--- src/id_pkg.sv ---
package id_pkg;

  localparam int XLEN = 32;
  localparam int REG_IDX_WD = 5;
  localparam int ALU_OP_WD = 12;
  localparam int WIDTH_MASK_WD = 4;

  // distance from slot 0 pc to slot 1 pc
  localparam logic [XLEN-1:0] PC_STEP = 32'd4;

  // micro-op layout, lsb first
  localparam int UOP_PC = 0;
  localparam int UOP_INE = UOP_PC + XLEN;
  localparam int UOP_UNSIGNED = UOP_INE + 1;
  localparam int UOP_MOD = UOP_UNSIGNED + 1;
  localparam int UOP_DIV = UOP_MOD + 1;
  localparam int UOP_MUL = UOP_DIV + 1;
  localparam int UOP_USE_RJ_VALUE = UOP_MUL + 1;
  localparam int UOP_NEED_ZERO = UOP_USE_RJ_VALUE + 1;
  localparam int UOP_USE_ZERO = UOP_NEED_ZERO + 1;
  localparam int UOP_NEED_LESS = UOP_USE_ZERO + 1;
  localparam int UOP_USE_LESS = UOP_NEED_LESS + 1;
  localparam int UOP_MAY_JUMP = UOP_USE_LESS + 1;
  localparam int UOP_SRC2_IS_4 = UOP_MAY_JUMP + 1;
  localparam int UOP_SRC2_IS_IMM = UOP_SRC2_IS_4 + 1;
  localparam int UOP_SRC1_IS_PC = UOP_SRC2_IS_IMM + 1;
  localparam int UOP_RES_FROM_MEM = UOP_SRC1_IS_PC + 1;
  localparam int UOP_MEM_WE = UOP_RES_FROM_MEM + 1;
  localparam int UOP_GR_WE = UOP_MEM_WE + 1;
  localparam int UOP_WIDTH = UOP_GR_WE + 1;
  localparam int UOP_RKD = UOP_WIDTH + WIDTH_MASK_WD;
  localparam int UOP_RJ = UOP_RKD + REG_IDX_WD;
  localparam int UOP_DEST = UOP_RJ + REG_IDX_WD;
  localparam int UOP_IMM = UOP_DEST + REG_IDX_WD;
  localparam int UOP_ALU = UOP_IMM + XLEN;
  localparam int UOP_WD = UOP_ALU + ALU_OP_WD;

  // bits 31:26
  localparam logic [5:0] OP6_ALU = 6'h00;
  localparam logic [5:0] OP6_LU12I = 6'h05;
  localparam logic [5:0] OP6_MEM = 6'h0a;
  localparam logic [5:0] OP6_JIRL = 6'h13;
  localparam logic [5:0] OP6_B = 6'h14;
  localparam logic [5:0] OP6_BL = 6'h15;
  localparam logic [5:0] OP6_BEQ = 6'h16;
  localparam logic [5:0] OP6_BNE = 6'h17;
  localparam logic [5:0] OP6_BLT = 6'h18;
  localparam logic [5:0] OP6_BGE = 6'h19;
  localparam logic [5:0] OP6_BLTU = 6'h1a;
  localparam logic [5:0] OP6_BGEU = 6'h1b;

  // bits 25:22, alu group
  localparam logic [3:0] OP4_3R = 4'h0;
  localparam logic [3:0] OP4_SHI = 4'h1;
  localparam logic [3:0] OP4_SLTI = 4'h8;
  localparam logic [3:0] OP4_SLTUI = 4'h9;
  localparam logic [3:0] OP4_ADDI = 4'ha;
  localparam logic [3:0] OP4_ANDI = 4'hd;
  localparam logic [3:0] OP4_ORI = 4'he;
  localparam logic [3:0] OP4_XORI = 4'hf;

  // bits 25:22, memory group
  localparam logic [3:0] OP4_LD_B = 4'h0;
  localparam logic [3:0] OP4_LD_H = 4'h1;
  localparam logic [3:0] OP4_LD_W = 4'h2;
  localparam logic [3:0] OP4_ST_B = 4'h4;
  localparam logic [3:0] OP4_ST_H = 4'h5;
  localparam logic [3:0] OP4_ST_W = 4'h6;
  localparam logic [3:0] OP4_LD_BU = 4'h8;
  localparam logic [3:0] OP4_LD_HU = 4'h9;

  // bits 21:20
  localparam logic [1:0] OP2_SHI = 2'h0;
  localparam logic [1:0] OP2_3R = 2'h1;
  localparam logic [1:0] OP2_DIV = 2'h2;

  // bits 19:15
  localparam logic [4:0] OP5_ADD = 5'h00;
  localparam logic [4:0] OP5_SUB = 5'h02;
  localparam logic [4:0] OP5_SLT = 5'h04;
  localparam logic [4:0] OP5_SLTU = 5'h05;
  localparam logic [4:0] OP5_NOR = 5'h08;
  localparam logic [4:0] OP5_AND = 5'h09;
  localparam logic [4:0] OP5_OR = 5'h0a;
  localparam logic [4:0] OP5_XOR = 5'h0b;
  localparam logic [4:0] OP5_SLL = 5'h0e;
  localparam logic [4:0] OP5_SRL = 5'h0f;
  localparam logic [4:0] OP5_SRA = 5'h10;
  localparam logic [4:0] OP5_MUL = 5'h18;
  localparam logic [4:0] OP5_DIV = 5'h00;
  localparam logic [4:0] OP5_MOD = 5'h01;
  localparam logic [4:0] OP5_SLLI = 5'h01;
  localparam logic [4:0] OP5_SRLI = 5'h09;
  localparam logic [4:0] OP5_SRAI = 5'h11;

  // one-hot alu op bit positions
  localparam int ALU_ADD = 0;
  localparam int ALU_SUB = 1;
  localparam int ALU_SLT = 2;
  localparam int ALU_SLTU = 3;
  localparam int ALU_AND = 4;
  localparam int ALU_NOR = 5;
  localparam int ALU_OR = 6;
  localparam int ALU_XOR = 7;
  localparam int ALU_SLL = 8;
  localparam int ALU_SRL = 9;
  localparam int ALU_SRA = 10;
  localparam int ALU_LUI = 11;

  typedef struct packed {
    logic [5:0] op6;
    logic [3:0] op4;
    logic [1:0] op2;
    logic [4:0] op5;
    logic [4:0] rk;
    logic [4:0] rj;
    logic [4:0] rd;
  } instr_3r_t;

  typedef struct packed {
    logic [5:0] op6;
    logic [3:0] op4;
    logic [11:0] imm12;
    logic [4:0] rj;
    logic [4:0] rd;
  } instr_2ri12_t;

  typedef struct packed {
    logic [5:0] op6;
    logic [15:0] offs16;
    logic [4:0] rj;
    logic [4:0] rd;
  } instr_2ri16_t;

  typedef struct packed {
    logic [5:0] op6;
    logic op1;
    logic [19:0] imm20;
    logic [4:0] rd;
  } instr_1ri20_t;

  // same word seen through each format
  typedef union packed {
    instr_3r_t r3;
    instr_2ri12_t ri12;
    instr_2ri16_t ri16;
    instr_1ri20_t ri20;
  } instr_u;

endpackage

--- src/slot_decoder.sv ---
`timescale 1ns/1ps

module slot_decoder (
  input  id_pkg::instr_u                  instr,
  input  logic [id_pkg::XLEN-1:0]         pc,
  output logic [id_pkg::UOP_WD-1:0]       uop,
  output logic                            is_ls,
  output logic                            is_mul,
  output logic                            is_div,
  output logic                            may_jump,
  output logic                            must_single,
  output logic                            gr_we,
  output logic                            use_rj,
  output logic                            use_rkd,
  output logic [id_pkg::REG_IDX_WD-1:0]   dest,
  output logic [id_pkg::REG_IDX_WD-1:0]   rj,
  output logic [id_pkg::REG_IDX_WD-1:0]   rkd
);

  // opcode groups
  wire op_alu = instr.r3.op6 == id_pkg::OP6_ALU;
  wire op_mem = instr.ri12.op6 == id_pkg::OP6_MEM;
  wire grp_3r = op_alu && instr.r3.op4 == id_pkg::OP4_3R && instr.r3.op2 == id_pkg::OP2_3R;
  wire grp_dm = op_alu && instr.r3.op4 == id_pkg::OP4_3R && instr.r3.op2 == id_pkg::OP2_DIV;
  wire grp_shi = op_alu && instr.r3.op4 == id_pkg::OP4_SHI && instr.r3.op2 == id_pkg::OP2_SHI;

  wire inst_add = grp_3r && instr.r3.op5 == id_pkg::OP5_ADD;
  wire inst_sub = grp_3r && instr.r3.op5 == id_pkg::OP5_SUB;
  wire inst_slt = grp_3r && instr.r3.op5 == id_pkg::OP5_SLT;
  wire inst_sltu = grp_3r && instr.r3.op5 == id_pkg::OP5_SLTU;
  wire inst_nor = grp_3r && instr.r3.op5 == id_pkg::OP5_NOR;
  wire inst_and = grp_3r && instr.r3.op5 == id_pkg::OP5_AND;
  wire inst_or = grp_3r && instr.r3.op5 == id_pkg::OP5_OR;
  wire inst_xor = grp_3r && instr.r3.op5 == id_pkg::OP5_XOR;
  wire inst_sll = grp_3r && instr.r3.op5 == id_pkg::OP5_SLL;
  wire inst_srl = grp_3r && instr.r3.op5 == id_pkg::OP5_SRL;
  wire inst_sra = grp_3r && instr.r3.op5 == id_pkg::OP5_SRA;
  wire inst_mul = grp_3r && instr.r3.op5 == id_pkg::OP5_MUL;
  wire inst_div = grp_dm && instr.r3.op5 == id_pkg::OP5_DIV;
  wire inst_mod = grp_dm && instr.r3.op5 == id_pkg::OP5_MOD;
  wire inst_slli = grp_shi && instr.r3.op5 == id_pkg::OP5_SLLI;
  wire inst_srli = grp_shi && instr.r3.op5 == id_pkg::OP5_SRLI;
  wire inst_srai = grp_shi && instr.r3.op5 == id_pkg::OP5_SRAI;

  wire inst_slti = op_alu && instr.ri12.op4 == id_pkg::OP4_SLTI;
  wire inst_sltui = op_alu && instr.ri12.op4 == id_pkg::OP4_SLTUI;
  wire inst_addi = op_alu && instr.ri12.op4 == id_pkg::OP4_ADDI;
  wire inst_andi = op_alu && instr.ri12.op4 == id_pkg::OP4_ANDI;
  wire inst_ori = op_alu && instr.ri12.op4 == id_pkg::OP4_ORI;
  wire inst_xori = op_alu && instr.ri12.op4 == id_pkg::OP4_XORI;
  wire inst_lu12i = instr.ri20.op6 == id_pkg::OP6_LU12I && !instr.ri20.op1;

  wire ld_b = op_mem && instr.ri12.op4 == id_pkg::OP4_LD_B;
  wire ld_h = op_mem && instr.ri12.op4 == id_pkg::OP4_LD_H;
  wire ld_w = op_mem && instr.ri12.op4 == id_pkg::OP4_LD_W;
  wire ld_bu = op_mem && instr.ri12.op4 == id_pkg::OP4_LD_BU;
  wire ld_hu = op_mem && instr.ri12.op4 == id_pkg::OP4_LD_HU;
  wire st_b = op_mem && instr.ri12.op4 == id_pkg::OP4_ST_B;
  wire st_h = op_mem && instr.ri12.op4 == id_pkg::OP4_ST_H;
  wire st_w = op_mem && instr.ri12.op4 == id_pkg::OP4_ST_W;

  wire inst_jirl = instr.ri16.op6 == id_pkg::OP6_JIRL;
  wire inst_b = instr.ri16.op6 == id_pkg::OP6_B;
  wire inst_bl = instr.ri16.op6 == id_pkg::OP6_BL;
  wire inst_beq = instr.ri16.op6 == id_pkg::OP6_BEQ;
  wire inst_bne = instr.ri16.op6 == id_pkg::OP6_BNE;
  wire inst_blt = instr.ri16.op6 == id_pkg::OP6_BLT;
  wire inst_bge = instr.ri16.op6 == id_pkg::OP6_BGE;
  wire inst_bltu = instr.ri16.op6 == id_pkg::OP6_BLTU;
  wire inst_bgeu = instr.ri16.op6 == id_pkg::OP6_BGEU;

  wire inst_ld = ld_b | ld_h | ld_w | ld_bu | ld_hu;
  wire inst_st = st_b | st_h | st_w;
  wire br_cond = inst_beq | inst_bne | inst_blt | inst_bge | inst_bltu | inst_bgeu;
  wire inst_shi = inst_slli | inst_srli | inst_srai;
  wire inst_alu3r = inst_add | inst_sub | inst_slt | inst_sltu | inst_nor | inst_and
                  | inst_or | inst_xor | inst_sll | inst_srl | inst_sra;
  wire inst_alui = inst_slti | inst_sltui | inst_addi | inst_andi | inst_ori | inst_xori
                 | inst_shi | inst_lu12i;
  wire ine = !(inst_alu3r | inst_alui | inst_ld | inst_st | br_cond | inst_b | inst_bl
             | inst_jirl | inst_mul | inst_div | inst_mod);

  logic [id_pkg::ALU_OP_WD-1:0] alu_op;

  assign alu_op[id_pkg::ALU_ADD] = inst_add | inst_addi | inst_ld | inst_st | inst_jirl | inst_bl;
  assign alu_op[id_pkg::ALU_SUB] = inst_sub | inst_beq | inst_bne;
  assign alu_op[id_pkg::ALU_SLT] = inst_slt | inst_slti | inst_blt | inst_bge;
  assign alu_op[id_pkg::ALU_SLTU] = inst_sltu | inst_sltui | inst_bltu | inst_bgeu;
  assign alu_op[id_pkg::ALU_AND] = inst_and | inst_andi;
  assign alu_op[id_pkg::ALU_NOR] = inst_nor;
  assign alu_op[id_pkg::ALU_OR] = inst_or | inst_ori;
  assign alu_op[id_pkg::ALU_XOR] = inst_xor | inst_xori;
  assign alu_op[id_pkg::ALU_SLL] = inst_sll | inst_slli;
  assign alu_op[id_pkg::ALU_SRL] = inst_srl | inst_srli;
  assign alu_op[id_pkg::ALU_SRA] = inst_sra | inst_srai;
  assign alu_op[id_pkg::ALU_LUI] = inst_lu12i;

  // immediate select, branch offsets already in bytes
  wire need_si12 = inst_addi | inst_slti | inst_sltui | inst_ld | inst_st;
  wire need_ui12 = inst_andi | inst_ori | inst_xori;
  wire [25:0] offs26 = {instr.ri16.rj, instr.ri16.rd, instr.ri16.offs16};
  wire [id_pkg::XLEN-1:0] imm =
    inst_lu12i ? {instr.ri20.imm20, 12'b0} :
    inst_shi ? {27'b0, instr.r3.rk} :
    (inst_b | inst_bl) ? {{4{offs26[25]}}, offs26, 2'b00} :
    (br_cond | inst_jirl) ? {{14{instr.ri16.offs16[15]}}, instr.ri16.offs16, 2'b00} :
    need_ui12 ? {20'b0, instr.ri12.imm12} :
    need_si12 ? {{20{instr.ri12.imm12[11]}}, instr.ri12.imm12} : '0;

  wire [id_pkg::WIDTH_MASK_WD-1:0] width =
    (ld_w | st_w) ? 4'hf :
    (ld_h | ld_hu | st_h) ? 4'h3 :
    (ld_b | ld_bu | st_b) ? 4'h1 : 4'h0;

  wire src1_is_pc = inst_jirl | inst_bl;
  wire src2_is_4 = inst_jirl | inst_bl;
  wire src2_is_imm = inst_alui | inst_ld | inst_st;

  assign dest = inst_bl ? 5'd1 : instr.r3.rd;
  assign rj = instr.r3.rj;
  // stores and compare branches read rd as the second source
  assign rkd = (inst_st | br_cond) ? instr.r3.rd : instr.r3.rk;
  assign gr_we = !(inst_st | br_cond | inst_b) && (|dest);
  assign use_rj = !(inst_b | inst_bl | inst_lu12i | ine);
  assign use_rkd = inst_alu3r | inst_mul | inst_div | inst_mod | inst_st | br_cond;
  assign is_ls = inst_ld | inst_st;
  assign is_mul = inst_mul;
  assign is_div = inst_div | inst_mod;
  assign may_jump = br_cond | inst_b | inst_bl | inst_jirl;
  assign must_single = ine;

  assign uop[id_pkg::UOP_ALU +: id_pkg::ALU_OP_WD] = alu_op;
  assign uop[id_pkg::UOP_IMM +: id_pkg::XLEN] = imm;
  assign uop[id_pkg::UOP_DEST +: id_pkg::REG_IDX_WD] = dest;
  assign uop[id_pkg::UOP_RJ +: id_pkg::REG_IDX_WD] = rj;
  assign uop[id_pkg::UOP_RKD +: id_pkg::REG_IDX_WD] = rkd;
  assign uop[id_pkg::UOP_WIDTH +: id_pkg::WIDTH_MASK_WD] = width;
  assign uop[id_pkg::UOP_GR_WE] = gr_we;
  assign uop[id_pkg::UOP_MEM_WE] = inst_st;
  assign uop[id_pkg::UOP_RES_FROM_MEM] = inst_ld;
  assign uop[id_pkg::UOP_SRC1_IS_PC] = src1_is_pc;
  assign uop[id_pkg::UOP_SRC2_IS_IMM] = src2_is_imm;
  assign uop[id_pkg::UOP_SRC2_IS_4] = src2_is_4;
  assign uop[id_pkg::UOP_MAY_JUMP] = may_jump;
  assign uop[id_pkg::UOP_USE_LESS] = inst_blt | inst_bge | inst_bltu | inst_bgeu;
  assign uop[id_pkg::UOP_NEED_LESS] = inst_blt | inst_bltu;
  assign uop[id_pkg::UOP_USE_ZERO] = inst_beq | inst_bne;
  assign uop[id_pkg::UOP_NEED_ZERO] = inst_beq;
  assign uop[id_pkg::UOP_USE_RJ_VALUE] = inst_jirl;
  assign uop[id_pkg::UOP_MUL] = inst_mul;
  assign uop[id_pkg::UOP_DIV] = inst_div | inst_mod;
  assign uop[id_pkg::UOP_MOD] = inst_mod;
  assign uop[id_pkg::UOP_UNSIGNED] = ld_bu | ld_hu;
  assign uop[id_pkg::UOP_INE] = ine;
  assign uop[id_pkg::UOP_PC +: id_pkg::XLEN] = pc;

endmodule

--- src/dual_issue_check.sv ---
`timescale 1ns/1ps

module dual_issue_check (
  input  logic                          instr0_valid,
  input  logic                          instr1_valid,
  input  logic                          exe_ready,
  input  logic                          s0_is_ls,
  input  logic                          s0_is_mul,
  input  logic                          s0_is_div,
  input  logic                          s0_may_jump,
  input  logic                          s0_must_single,
  input  logic                          s0_gr_we,
  input  logic [id_pkg::REG_IDX_WD-1:0] s0_dest,
  input  logic                          s1_is_ls,
  input  logic                          s1_is_mul,
  input  logic                          s1_is_div,
  input  logic                          s1_may_jump,
  input  logic                          s1_must_single,
  input  logic                          s1_use_rj,
  input  logic                          s1_use_rkd,
  input  logic [id_pkg::REG_IDX_WD-1:0] s1_rj,
  input  logic [id_pkg::REG_IDX_WD-1:0] s1_rkd,
  output logic [1:0]                    pop,
  output logic                          issue0,
  output logic                          issue1
);

  logic raw;
  logic s0_long;
  logic conflict;

  // slot 1 reads what slot 0 writes, r0 never counts
  assign raw = s0_gr_we && (|s0_dest)
             && ((s1_use_rj && s0_dest == s1_rj) || (s1_use_rkd && s0_dest == s1_rkd));

  assign s0_long = s0_is_mul | s0_is_div;

  assign conflict = s0_may_jump | s0_is_ls
                  | (s0_is_mul & s1_is_mul)
                  | (s0_is_div & s1_is_div)
                  | (s0_long & (s1_is_ls | s1_may_jump))
                  | s0_must_single | s1_must_single
                  | raw;

  assign issue0 = instr0_valid & exe_ready;
  assign issue1 = issue0 & instr1_valid & ~conflict;
  assign pop = {issue1, issue0};

endmodule

--- src/issue_reg.sv ---
`timescale 1ns/1ps

module issue_reg (
  input  logic                        clk,
  input  logic                        rst,
  input  logic                        flush,
  input  logic                        exe_ready,
  input  logic                        issue0,
  input  logic                        issue1,
  input  logic [id_pkg::UOP_WD-1:0]   uop0_next,
  input  logic [id_pkg::UOP_WD-1:0]   uop1_next,
  output logic [id_pkg::UOP_WD-1:0]   uop0,
  output logic [id_pkg::UOP_WD-1:0]   uop1,
  output logic                        uop0_valid,
  output logic                        uop1_valid
);

  // flush wins over a new issue
  always_ff @(posedge clk)
  begin
    if (rst || flush)
    begin
      uop0_valid <= 1'b0;
      uop1_valid <= 1'b0;
    end
    else if (exe_ready)
    begin
      uop0_valid <= issue0;
      uop1_valid <= issue1;
    end
  end

  // payload follows exe_ready only
  always_ff @(posedge clk)
  begin
    if (exe_ready)
    begin
      uop0 <= uop0_next;
      uop1 <= uop1_next;
    end
  end

endmodule

--- src/id_stage.sv ---
`timescale 1ns/1ps

module id_stage (
  input  logic                        clk,
  input  logic                        rst,
  input  logic [31:0]                 instr0,
  input  logic [31:0]                 instr1,
  input  logic [id_pkg::XLEN-1:0]     pc0,
  input  logic                        instr0_valid,
  input  logic                        instr1_valid,
  input  logic                        exe_ready,
  input  logic                        flush,
  output logic [1:0]                  pop,
  output logic [id_pkg::UOP_WD-1:0]   uop0,
  output logic [id_pkg::UOP_WD-1:0]   uop1,
  output logic                        uop0_valid,
  output logic                        uop1_valid
);

  logic [id_pkg::UOP_WD-1:0] uop0_next;
  logic [id_pkg::UOP_WD-1:0] uop1_next;
  logic s0_is_ls;
  logic s0_is_mul;
  logic s0_is_div;
  logic s0_may_jump;
  logic s0_must_single;
  logic s0_gr_we;
  logic [id_pkg::REG_IDX_WD-1:0] s0_dest;
  logic s1_is_ls;
  logic s1_is_mul;
  logic s1_is_div;
  logic s1_may_jump;
  logic s1_must_single;
  logic s1_use_rj;
  logic s1_use_rkd;
  logic [id_pkg::REG_IDX_WD-1:0] s1_rj;
  logic [id_pkg::REG_IDX_WD-1:0] s1_rkd;
  logic issue0;
  logic issue1;

  // slot 0 sources and slot 1 dest are not part of the pairing check
  slot_decoder slot0_dec_i (
    .instr       (instr0),
    .pc          (pc0),
    .uop         (uop0_next),
    .is_ls       (s0_is_ls),
    .is_mul      (s0_is_mul),
    .is_div      (s0_is_div),
    .may_jump    (s0_may_jump),
    .must_single (s0_must_single),
    .gr_we       (s0_gr_we),
    .use_rj      (),
    .use_rkd     (),
    .dest        (s0_dest),
    .rj          (),
    .rkd         ()
  );

  slot_decoder slot1_dec_i (
    .instr       (instr1),
    .pc          (pc0 + id_pkg::PC_STEP),
    .uop         (uop1_next),
    .is_ls       (s1_is_ls),
    .is_mul      (s1_is_mul),
    .is_div      (s1_is_div),
    .may_jump    (s1_may_jump),
    .must_single (s1_must_single),
    .gr_we       (),
    .use_rj      (s1_use_rj),
    .use_rkd     (s1_use_rkd),
    .dest        (),
    .rj          (s1_rj),
    .rkd         (s1_rkd)
  );

  dual_issue_check dual_issue_check_i (
    .instr0_valid   (instr0_valid),
    .instr1_valid   (instr1_valid),
    .exe_ready      (exe_ready),
    .s0_is_ls       (s0_is_ls),
    .s0_is_mul      (s0_is_mul),
    .s0_is_div      (s0_is_div),
    .s0_may_jump    (s0_may_jump),
    .s0_must_single (s0_must_single),
    .s0_gr_we       (s0_gr_we),
    .s0_dest        (s0_dest),
    .s1_is_ls       (s1_is_ls),
    .s1_is_mul      (s1_is_mul),
    .s1_is_div      (s1_is_div),
    .s1_may_jump    (s1_may_jump),
    .s1_must_single (s1_must_single),
    .s1_use_rj      (s1_use_rj),
    .s1_use_rkd     (s1_use_rkd),
    .s1_rj          (s1_rj),
    .s1_rkd         (s1_rkd),
    .pop            (pop),
    .issue0         (issue0),
    .issue1         (issue1)
  );

  issue_reg issue_reg_i (
    .clk        (clk),
    .rst        (rst),
    .flush      (flush),
    .exe_ready  (exe_ready),
    .issue0     (issue0),
    .issue1     (issue1),
    .uop0_next  (uop0_next),
    .uop1_next  (uop1_next),
    .uop0       (uop0),
    .uop1       (uop1),
    .uop0_valid (uop0_valid),
    .uop1_valid (uop1_valid)
  );

endmodule

--- config.mk ---
export PLATFORM = sky130hd
export DESIGN_NAME = id_stage
export DESIGN_NICKNAME = d
export VERILOG_FILES = /design/src/id_pkg.sv /design/src/slot_decoder.sv /design/src/dual_issue_check.sv /design/src/issue_reg.sv /design/src/id_stage.sv
export SDC_FILE = /design/constraint.sdc
export NUM_CORES = 1
export LEC_CHECK = 0
export BUFFER_PORTS_ARGS = -buffer_cell sky130_fd_sc_hd__buf_2
export CORE_UTILIZATION = 36
export DETAILED_ROUTE_END_ITERATION = 16
export GPL_TIMING_DRIVEN = 1
export SYNTH_ARGS = -nofsm -noshare
export SYNTH_HDL_FRONTEND = slang
export SYNTH_SLANG_ARGS = --single-unit
export TNS_END_PERCENT = 5
--- constraint.sdc ---
create_clock -name clk -period 10.74 [get_ports clk]
set_clock_uncertainty 0.15 [all_clocks]
set_input_delay 2.148 -clock clk [delete_from_list [all_inputs] [get_ports clk]]
set_output_delay 2.148 -clock clk [all_outputs]
set_load 0.02 [all_outputs]
; Word level (Yosys, flattened, before mapping)
; Index checks and enable logic that the tools add are counted.
[totals]
regBits = 226
inputBits = 102
out_inout_bits = 228
wordCells = 409
[op_classes]
addsub = 1
eq_ne = 76
mux = 20
bitwise_logic = 197
n_reduce_logical = 103
[ops]
columns = op, n
row1 = $mux W32, 12
row2 = $or A1 B1 Y1, 190
row3 = $eq A6 B5 Y1 const B, 18
row4 = $logic_and A1 B1 Y1, 80
row5 = $eq A5 B4 Y1 const B, 12
row6 = $eq A4 B4 Y1 const B, 12
row7 = $add A32 B3 Y32 const B, 1
row8 = $eq A5 B5 Y1 const B, 6
row9 = $eq A4 B3 Y1 const B, 6
row10 = $eq A5 B3 Y1 const B, 4
row11 = $mux W5, 4
row12 = $eq A6 B3 Y1 const B, 2
row13 = $eq A6 B4 Y1 const B, 2
row14 = $logic_not A6 Y1, 2
row15 = $eq A5 B1 Y1 const B, 2
row16 = $eq A5 B2 Y1 const B, 2
row17 = $eq A5 B5 Y1, 2
row18 = $logic_not A5 Y1, 2
row19 = $reduce_or A5 Y1, 2
row20 = $eq A4 B1 Y1 const B, 2
row21 = $eq A4 B2 Y1 const B, 2
row22 = $logic_not A4 Y1, 2
row23 = $mux W4, 2
row24 = $reduce_or A2 Y1, 4
row25 = other kinds (8), 24

; Longest topological paths before layout
[logic_depth]
ltp_word = 33
depth_mapped = 10
ltp_nobuf = 8

; Modules after synthesis
; From an unflattened synthesis, not the netlist that was laid out.
[unflattened]
cells_unflattened = 965
hier_area_um2 = 11612.4
[modules_own_cells]
columns = module, n_inst, cells_per_inst, area_per_inst_um2
row1 = issue_reg, 1, 230, 6796.5
row2 = slot_decoder, 2, 314, 2031.9
row3 = id_stage, 1, 81, 565.5
row4 = dual_issue_check, 1, 26, 186.4

; Worst setup path after synthesis
; OpenSTA, ideal clock, no wires.
[synth_timing]
kind = input -> output
start = in instr1[28]
end = out pop[1]
t_arrival_ns = 4.178
required_ns = 8.442
setup_slack_ns = 4.264
cell_stages = 10
path_buffers = 3
path_cell_list = buf_2 -> and2b_1 -> nand3_4 -> o32a_1 -> buf_6 -> mux2_4 -> xor2_1 -> nor4b_4 -> nor4bb_1 -> buf_4
[synth_between]
word_cells_on_any_way = 123
[synth_lines]
columns = element, line_no
row1 = start: declaration, id_stage.sv:7  ; input logic [31:0] instr1,
row2 = "$eq A6 B5 Y1, on equally long branches", "slot_decoder.sv:65, slot_decoder.sv:66"
row3 = $or A1 B1 Y1 (5 in series), slot_decoder.sv:74  ; wire br_cond = inst_beq | inst_bne | inst_blt | inst_bge | inst_bltu | inst_bgeu;
row4 = $or A1 B1 Y1 (*), slot_decoder.sv:122  ; assign rkd = (inst_st | br_cond) ? instr.r3.rd : instr.r3.rk;
row5 = $mux W5 (*), slot_decoder.sv:122
row6 = via dual_issue_check_i.s1_rkd (one bit), dual_issue_check.sv:22  ; input logic [id_pkg::REG_IDX_WD-1:0] s1_rkd,
row7 = $eq A5 B5 Y1 (*), dual_issue_check.sv:34  ; && ((s1_use_rj && s0_dest == s1_rj) || (s1_use_rkd && s0_dest == s1_rkd));
row8 = $logic_and A1 B1 Y1 (*), dual_issue_check.sv:34
row9 = $logic_or A1 B1 Y1 (*), dual_issue_check.sv:34
row10 = $logic_and A1 B1 Y1 (*), dual_issue_check.sv:34
row11 = $or A1 B1 Y1 (*), dual_issue_check.sv:43  ; | raw;
row12 = $not A1 Y1 (*), dual_issue_check.sv:46  ; assign issue1 = issue0 & instr1_valid & ~conflict;
row13 = $and A1 B1 Y1 (*), dual_issue_check.sv:46
row14 = end: declaration, id_stage.sv:13  ; output logic [1:0] pop,
; The timed path passes the listed nets; every way through them passes the cells marked *.

; Worst setup path after layout
[layout_timing]
start = in instr1[26]
end = out pop[1]
; Same word-level chain as after synthesis.

==> results <==
- Cell internal power was estimated by the tool at 0.00162 W.
- The library cell with the highest instance count after synthesis is edfxtp_1.
- The floorplan step set the die height to 169 um.
- Net switching is 25.8% of the power.
- After legalization and detailed placement, the total HPWL measured 21600 um.
- From left edge to right edge, the die measures 169 um.
- The endpoint class of the critical path is a primary output.
- Counting along the longest clock path gives a buffer depth of 3.
- After detailed routing, the number of remaining DRC violations is 0.
- The final critical path time including I/O delays and setup is 6.94 ns.
- The later pin in the worst-skew pair is clocked with a latency of 0.52 ns.
- The worst path uses 64.7% of the clock period.
- The relative slew slack is 17.9%.
- The worst-case vdd ir drop is 0.0980 mV.
- The Yosys warning count is 0.
- The area growth from synthesis to layout is 27.5%.
- Setup violations remaining at the end of the flow were counted as 0.
- CTS built an H-tree with a depth of 1.
- The synthesized area divided by synthesized cell count is 12.9 um^2.
- The path category of the worst min-delay check is reg -> reg.
- The via count of the first global-routing pass came to 7143.
- Sequential elements use 65.7% of the synthesized area.
- The number of pins with negative max-slew slack in the final report was 0.
- The biggest area contributor in the post-synthesis netlist is edfxtp_1.
- The number of nets in the finished design is 1190.
- Clock tree synthesis found a total of 220 sinks.
- In the synthesized netlist the async set-or-reset flop fraction comes to 0%.
- Summed over all nets, the switching power comes to 0.000565 W.
- The number of gates resized after CTS is 0.
- The largest fanout on the critical path is 10.
- The clock power share is 40.2%.
- After layout, the design draws a total of 0.00219 W.
- Sorting the synthesized cells by how often they occur yields 218 x edfxtp_1, 70 x nor2_1, 65 x nand2_1, 35 x o21ai_0, 32 x clkbuf_1.
- The run finished with clean final reports.
- The total wire length is 29300 um.
- The number of cells on the worst reg-to-reg path is 2.
- For this run, the detailed router's first-pass iteration total came to 6.
- The total of max-cap violations is 0.
- The count of vias placed by the detailed router is 7620.
- TritonCTS built the clock tree.
- The iteration-0 DRC count of the detailed router is 618.
- After detailed routing, the average wire length per cell comes to 19.8 um.
- The first global-routing pass estimated 43800 um of wire.
- The synthesized design devotes to its leading area cell type 65.3% of total area.
- The post-synthesis cell area is 10000 um^2.
- Synthesis produced a netlist whose cell count is 778.
- The leakage dissipation is 5.09 nW.
- The total negative slack is 0 ns.
- By area the synthesized netlist is led by edfxtp_1 65%, nor2_1 2.6%, nand2_1 2.4%, xnor2_1 2.4%, o21ai_0 1.7%.
- The total congestion overflow is 0.
- The share of layout cells above drive strength 1 is 36.1%.
- Entering global routing, the biggest net connects 84 pins.
- The measured slew at the worst slew-check pin is 1.22 ns.
- Registers are responsible for 47.0% of the overall power.
- The achievable frequency is 144 MHz.
- The die covers 28500 um^2.
- After clock tree synthesis, the setup repair step added 0 buffers.
- In this run, distinct cell masters in the synthesized netlist total 74.
- Data on the critical path is required at its endpoint by 8.44 ns.
- The post-synth net total is 881.
- In the routed layout, each cell is associated on average with a via count of 5.15.
- The total I/O pin count is 330.
- The overall track demand over capacity in global routing is 20.2%.
- The final weighted congestion of routability-driven global placement is 0.842.
- The minimum hold slack is 0.340 ns.
- After clock tree synthesis, the clock-pin slew on the worst setup and hold paths is 0.06 ns.
- The floorplan has 60 rows.
- The placeable core area is 27100 um^2.
- The number of non-filler instances in the completed layout is 1481.
- Setup repair after global routing left no endpoint under its margin.
- For this configuration, the core starts out at a cell density of 37.0%.
- Buffers inserted to repair hold after CTS numbered 0.
- Input and output buffers added on the ports amount to 329.
- The TritonCTS buffer count is 26.
- The number of hold violations in the final report is 0.
- The flip-flop and latch count after synthesis is 220.
- The path type of the worst setup path is in -> out.
- The area of placed instances is 11900 um^2.
- The areal power density over the cells is 171 nW/um^2.
- Once detail routing completed, the nets flagged for antenna violations numbered 0.
- The post-placement cell count is 1431.
- In this run the clock root is driven by a clkbuf_16.
- The number of antenna violations at the first check in global routing is 1.
- Counting instances, the worst hold path has a depth of 2.
- The element type at the critical path start is an input pin.
- The combinational share of power is 12.9%.
- Counting flops with a built-in enable in the synthesized netlist gives 218.
- The most used flip-flop cell after synthesis is edfxtp_1.
- The critical path arrival is 4.65 ns.
- The finished cells cover 12800 um^2.
## worst paths after layout
path,from,end,slack [ns]
worst max-delay path,instr1[26],pop[1],3.80
worst min-delay path,issue_reg_i.uop1_valid,issue_reg_i.uop1_valid,0.34
worst max register to register,issue_reg_i.uop0_valid,issue_reg_i.uop0_valid,9.88
worst min register to register,issue_reg_i.uop1_valid,issue_reg_i.uop1_valid,0.34
## logic make-up (layout without fill, tap and decap cells)
logic type / Yosys count / count (layout) / synth area share (%)
and+or+nand+nor: 300 / 300 / 16.4
DFF: 220 / 220 / 65.7
AOI/OAI and AO/OA: 140 / 140 / 9.90
buffers and inverters: 70 / 399 / 3.23
xor gates and xnor gates: 36 / 36 / 3.22
muxes: 9 / 9 / 1.12
adders and majority gates: 3 / 3 / 0.325
other: 0 / 2 / 0
## metrics by stage
stage | utilization (%) | setup slack [ns]
6_report | 47.1 | 3.80
3_3_place_gp | 43.9 | 3.93
2_1_floorplan | - | 4.26
4_1_cts | 47.1 | 3.79
5_1_grt | 47.1 | 3.63
3_5_place_dp | 43.9 | 3.81
## registers in the layout, summed over array words and instances, names as in the netlist
name,count
issue_reg_i.uop1,108
issue_reg_i.uop1_valid,1
issue_reg_i.uop0,110
issue_reg_i.uop0_valid,1
## per-layer routing
metal	vias up	track usage, %	wire (um)
met4	0	6.05	614
met1	3639	27.9	12800
met5	-	0	0
met2	376	32.3	13700
met3	39	3.44	2190
li1	3566	-	-
## worst max-delay path: stages
cell and delay [ns]:
buf_2 0.18, nor3_4 0.33, nand3_4 0.15, o32a_1 0.53, mux2_4 0.37, xor2_1 0.23
nor4b_4 0.09, nor4bb_1 0.36, buf_2 0.25
## area by class of cell
class	instances	area [um^2]
timing repair buffer	332	1680
fill	2465	14300
inverter	19	71.3
multi-input combinational	488	3110
clock buffer	29	683
tap	372	465
sequential	220	6590
clock inverter	19	178
antenna	2	5.00
## power groups by stage
stage               combinational, W  sequential, W  clock [W]
floorplan                  0.0000697        0.00113          0
global placement            0.000281        0.00105          0
detailed placement          0.000282        0.00105          0
CTS                         0.000282        0.00103   0.000901
global route                0.000300        0.00103   0.000932
finish                      0.000281        0.00103   0.000880
## placed cells by master (no fill, tap or decap), drive strengths merged, types with 12 or more instances in the layout
master / n
buf: 332
nor2: 71
nor3: 29
clkbuf: 29
inv: 18
nand4: 12
nand3: 24
nand2b: 12
nand2: 65
o21ai: 39
and2: 15
edfxtp: 218
xnor2: 27
a22o: 19
clkinv: 16
a21oi: 19
No activity file was read; power rests on OpenSTA's default activity.
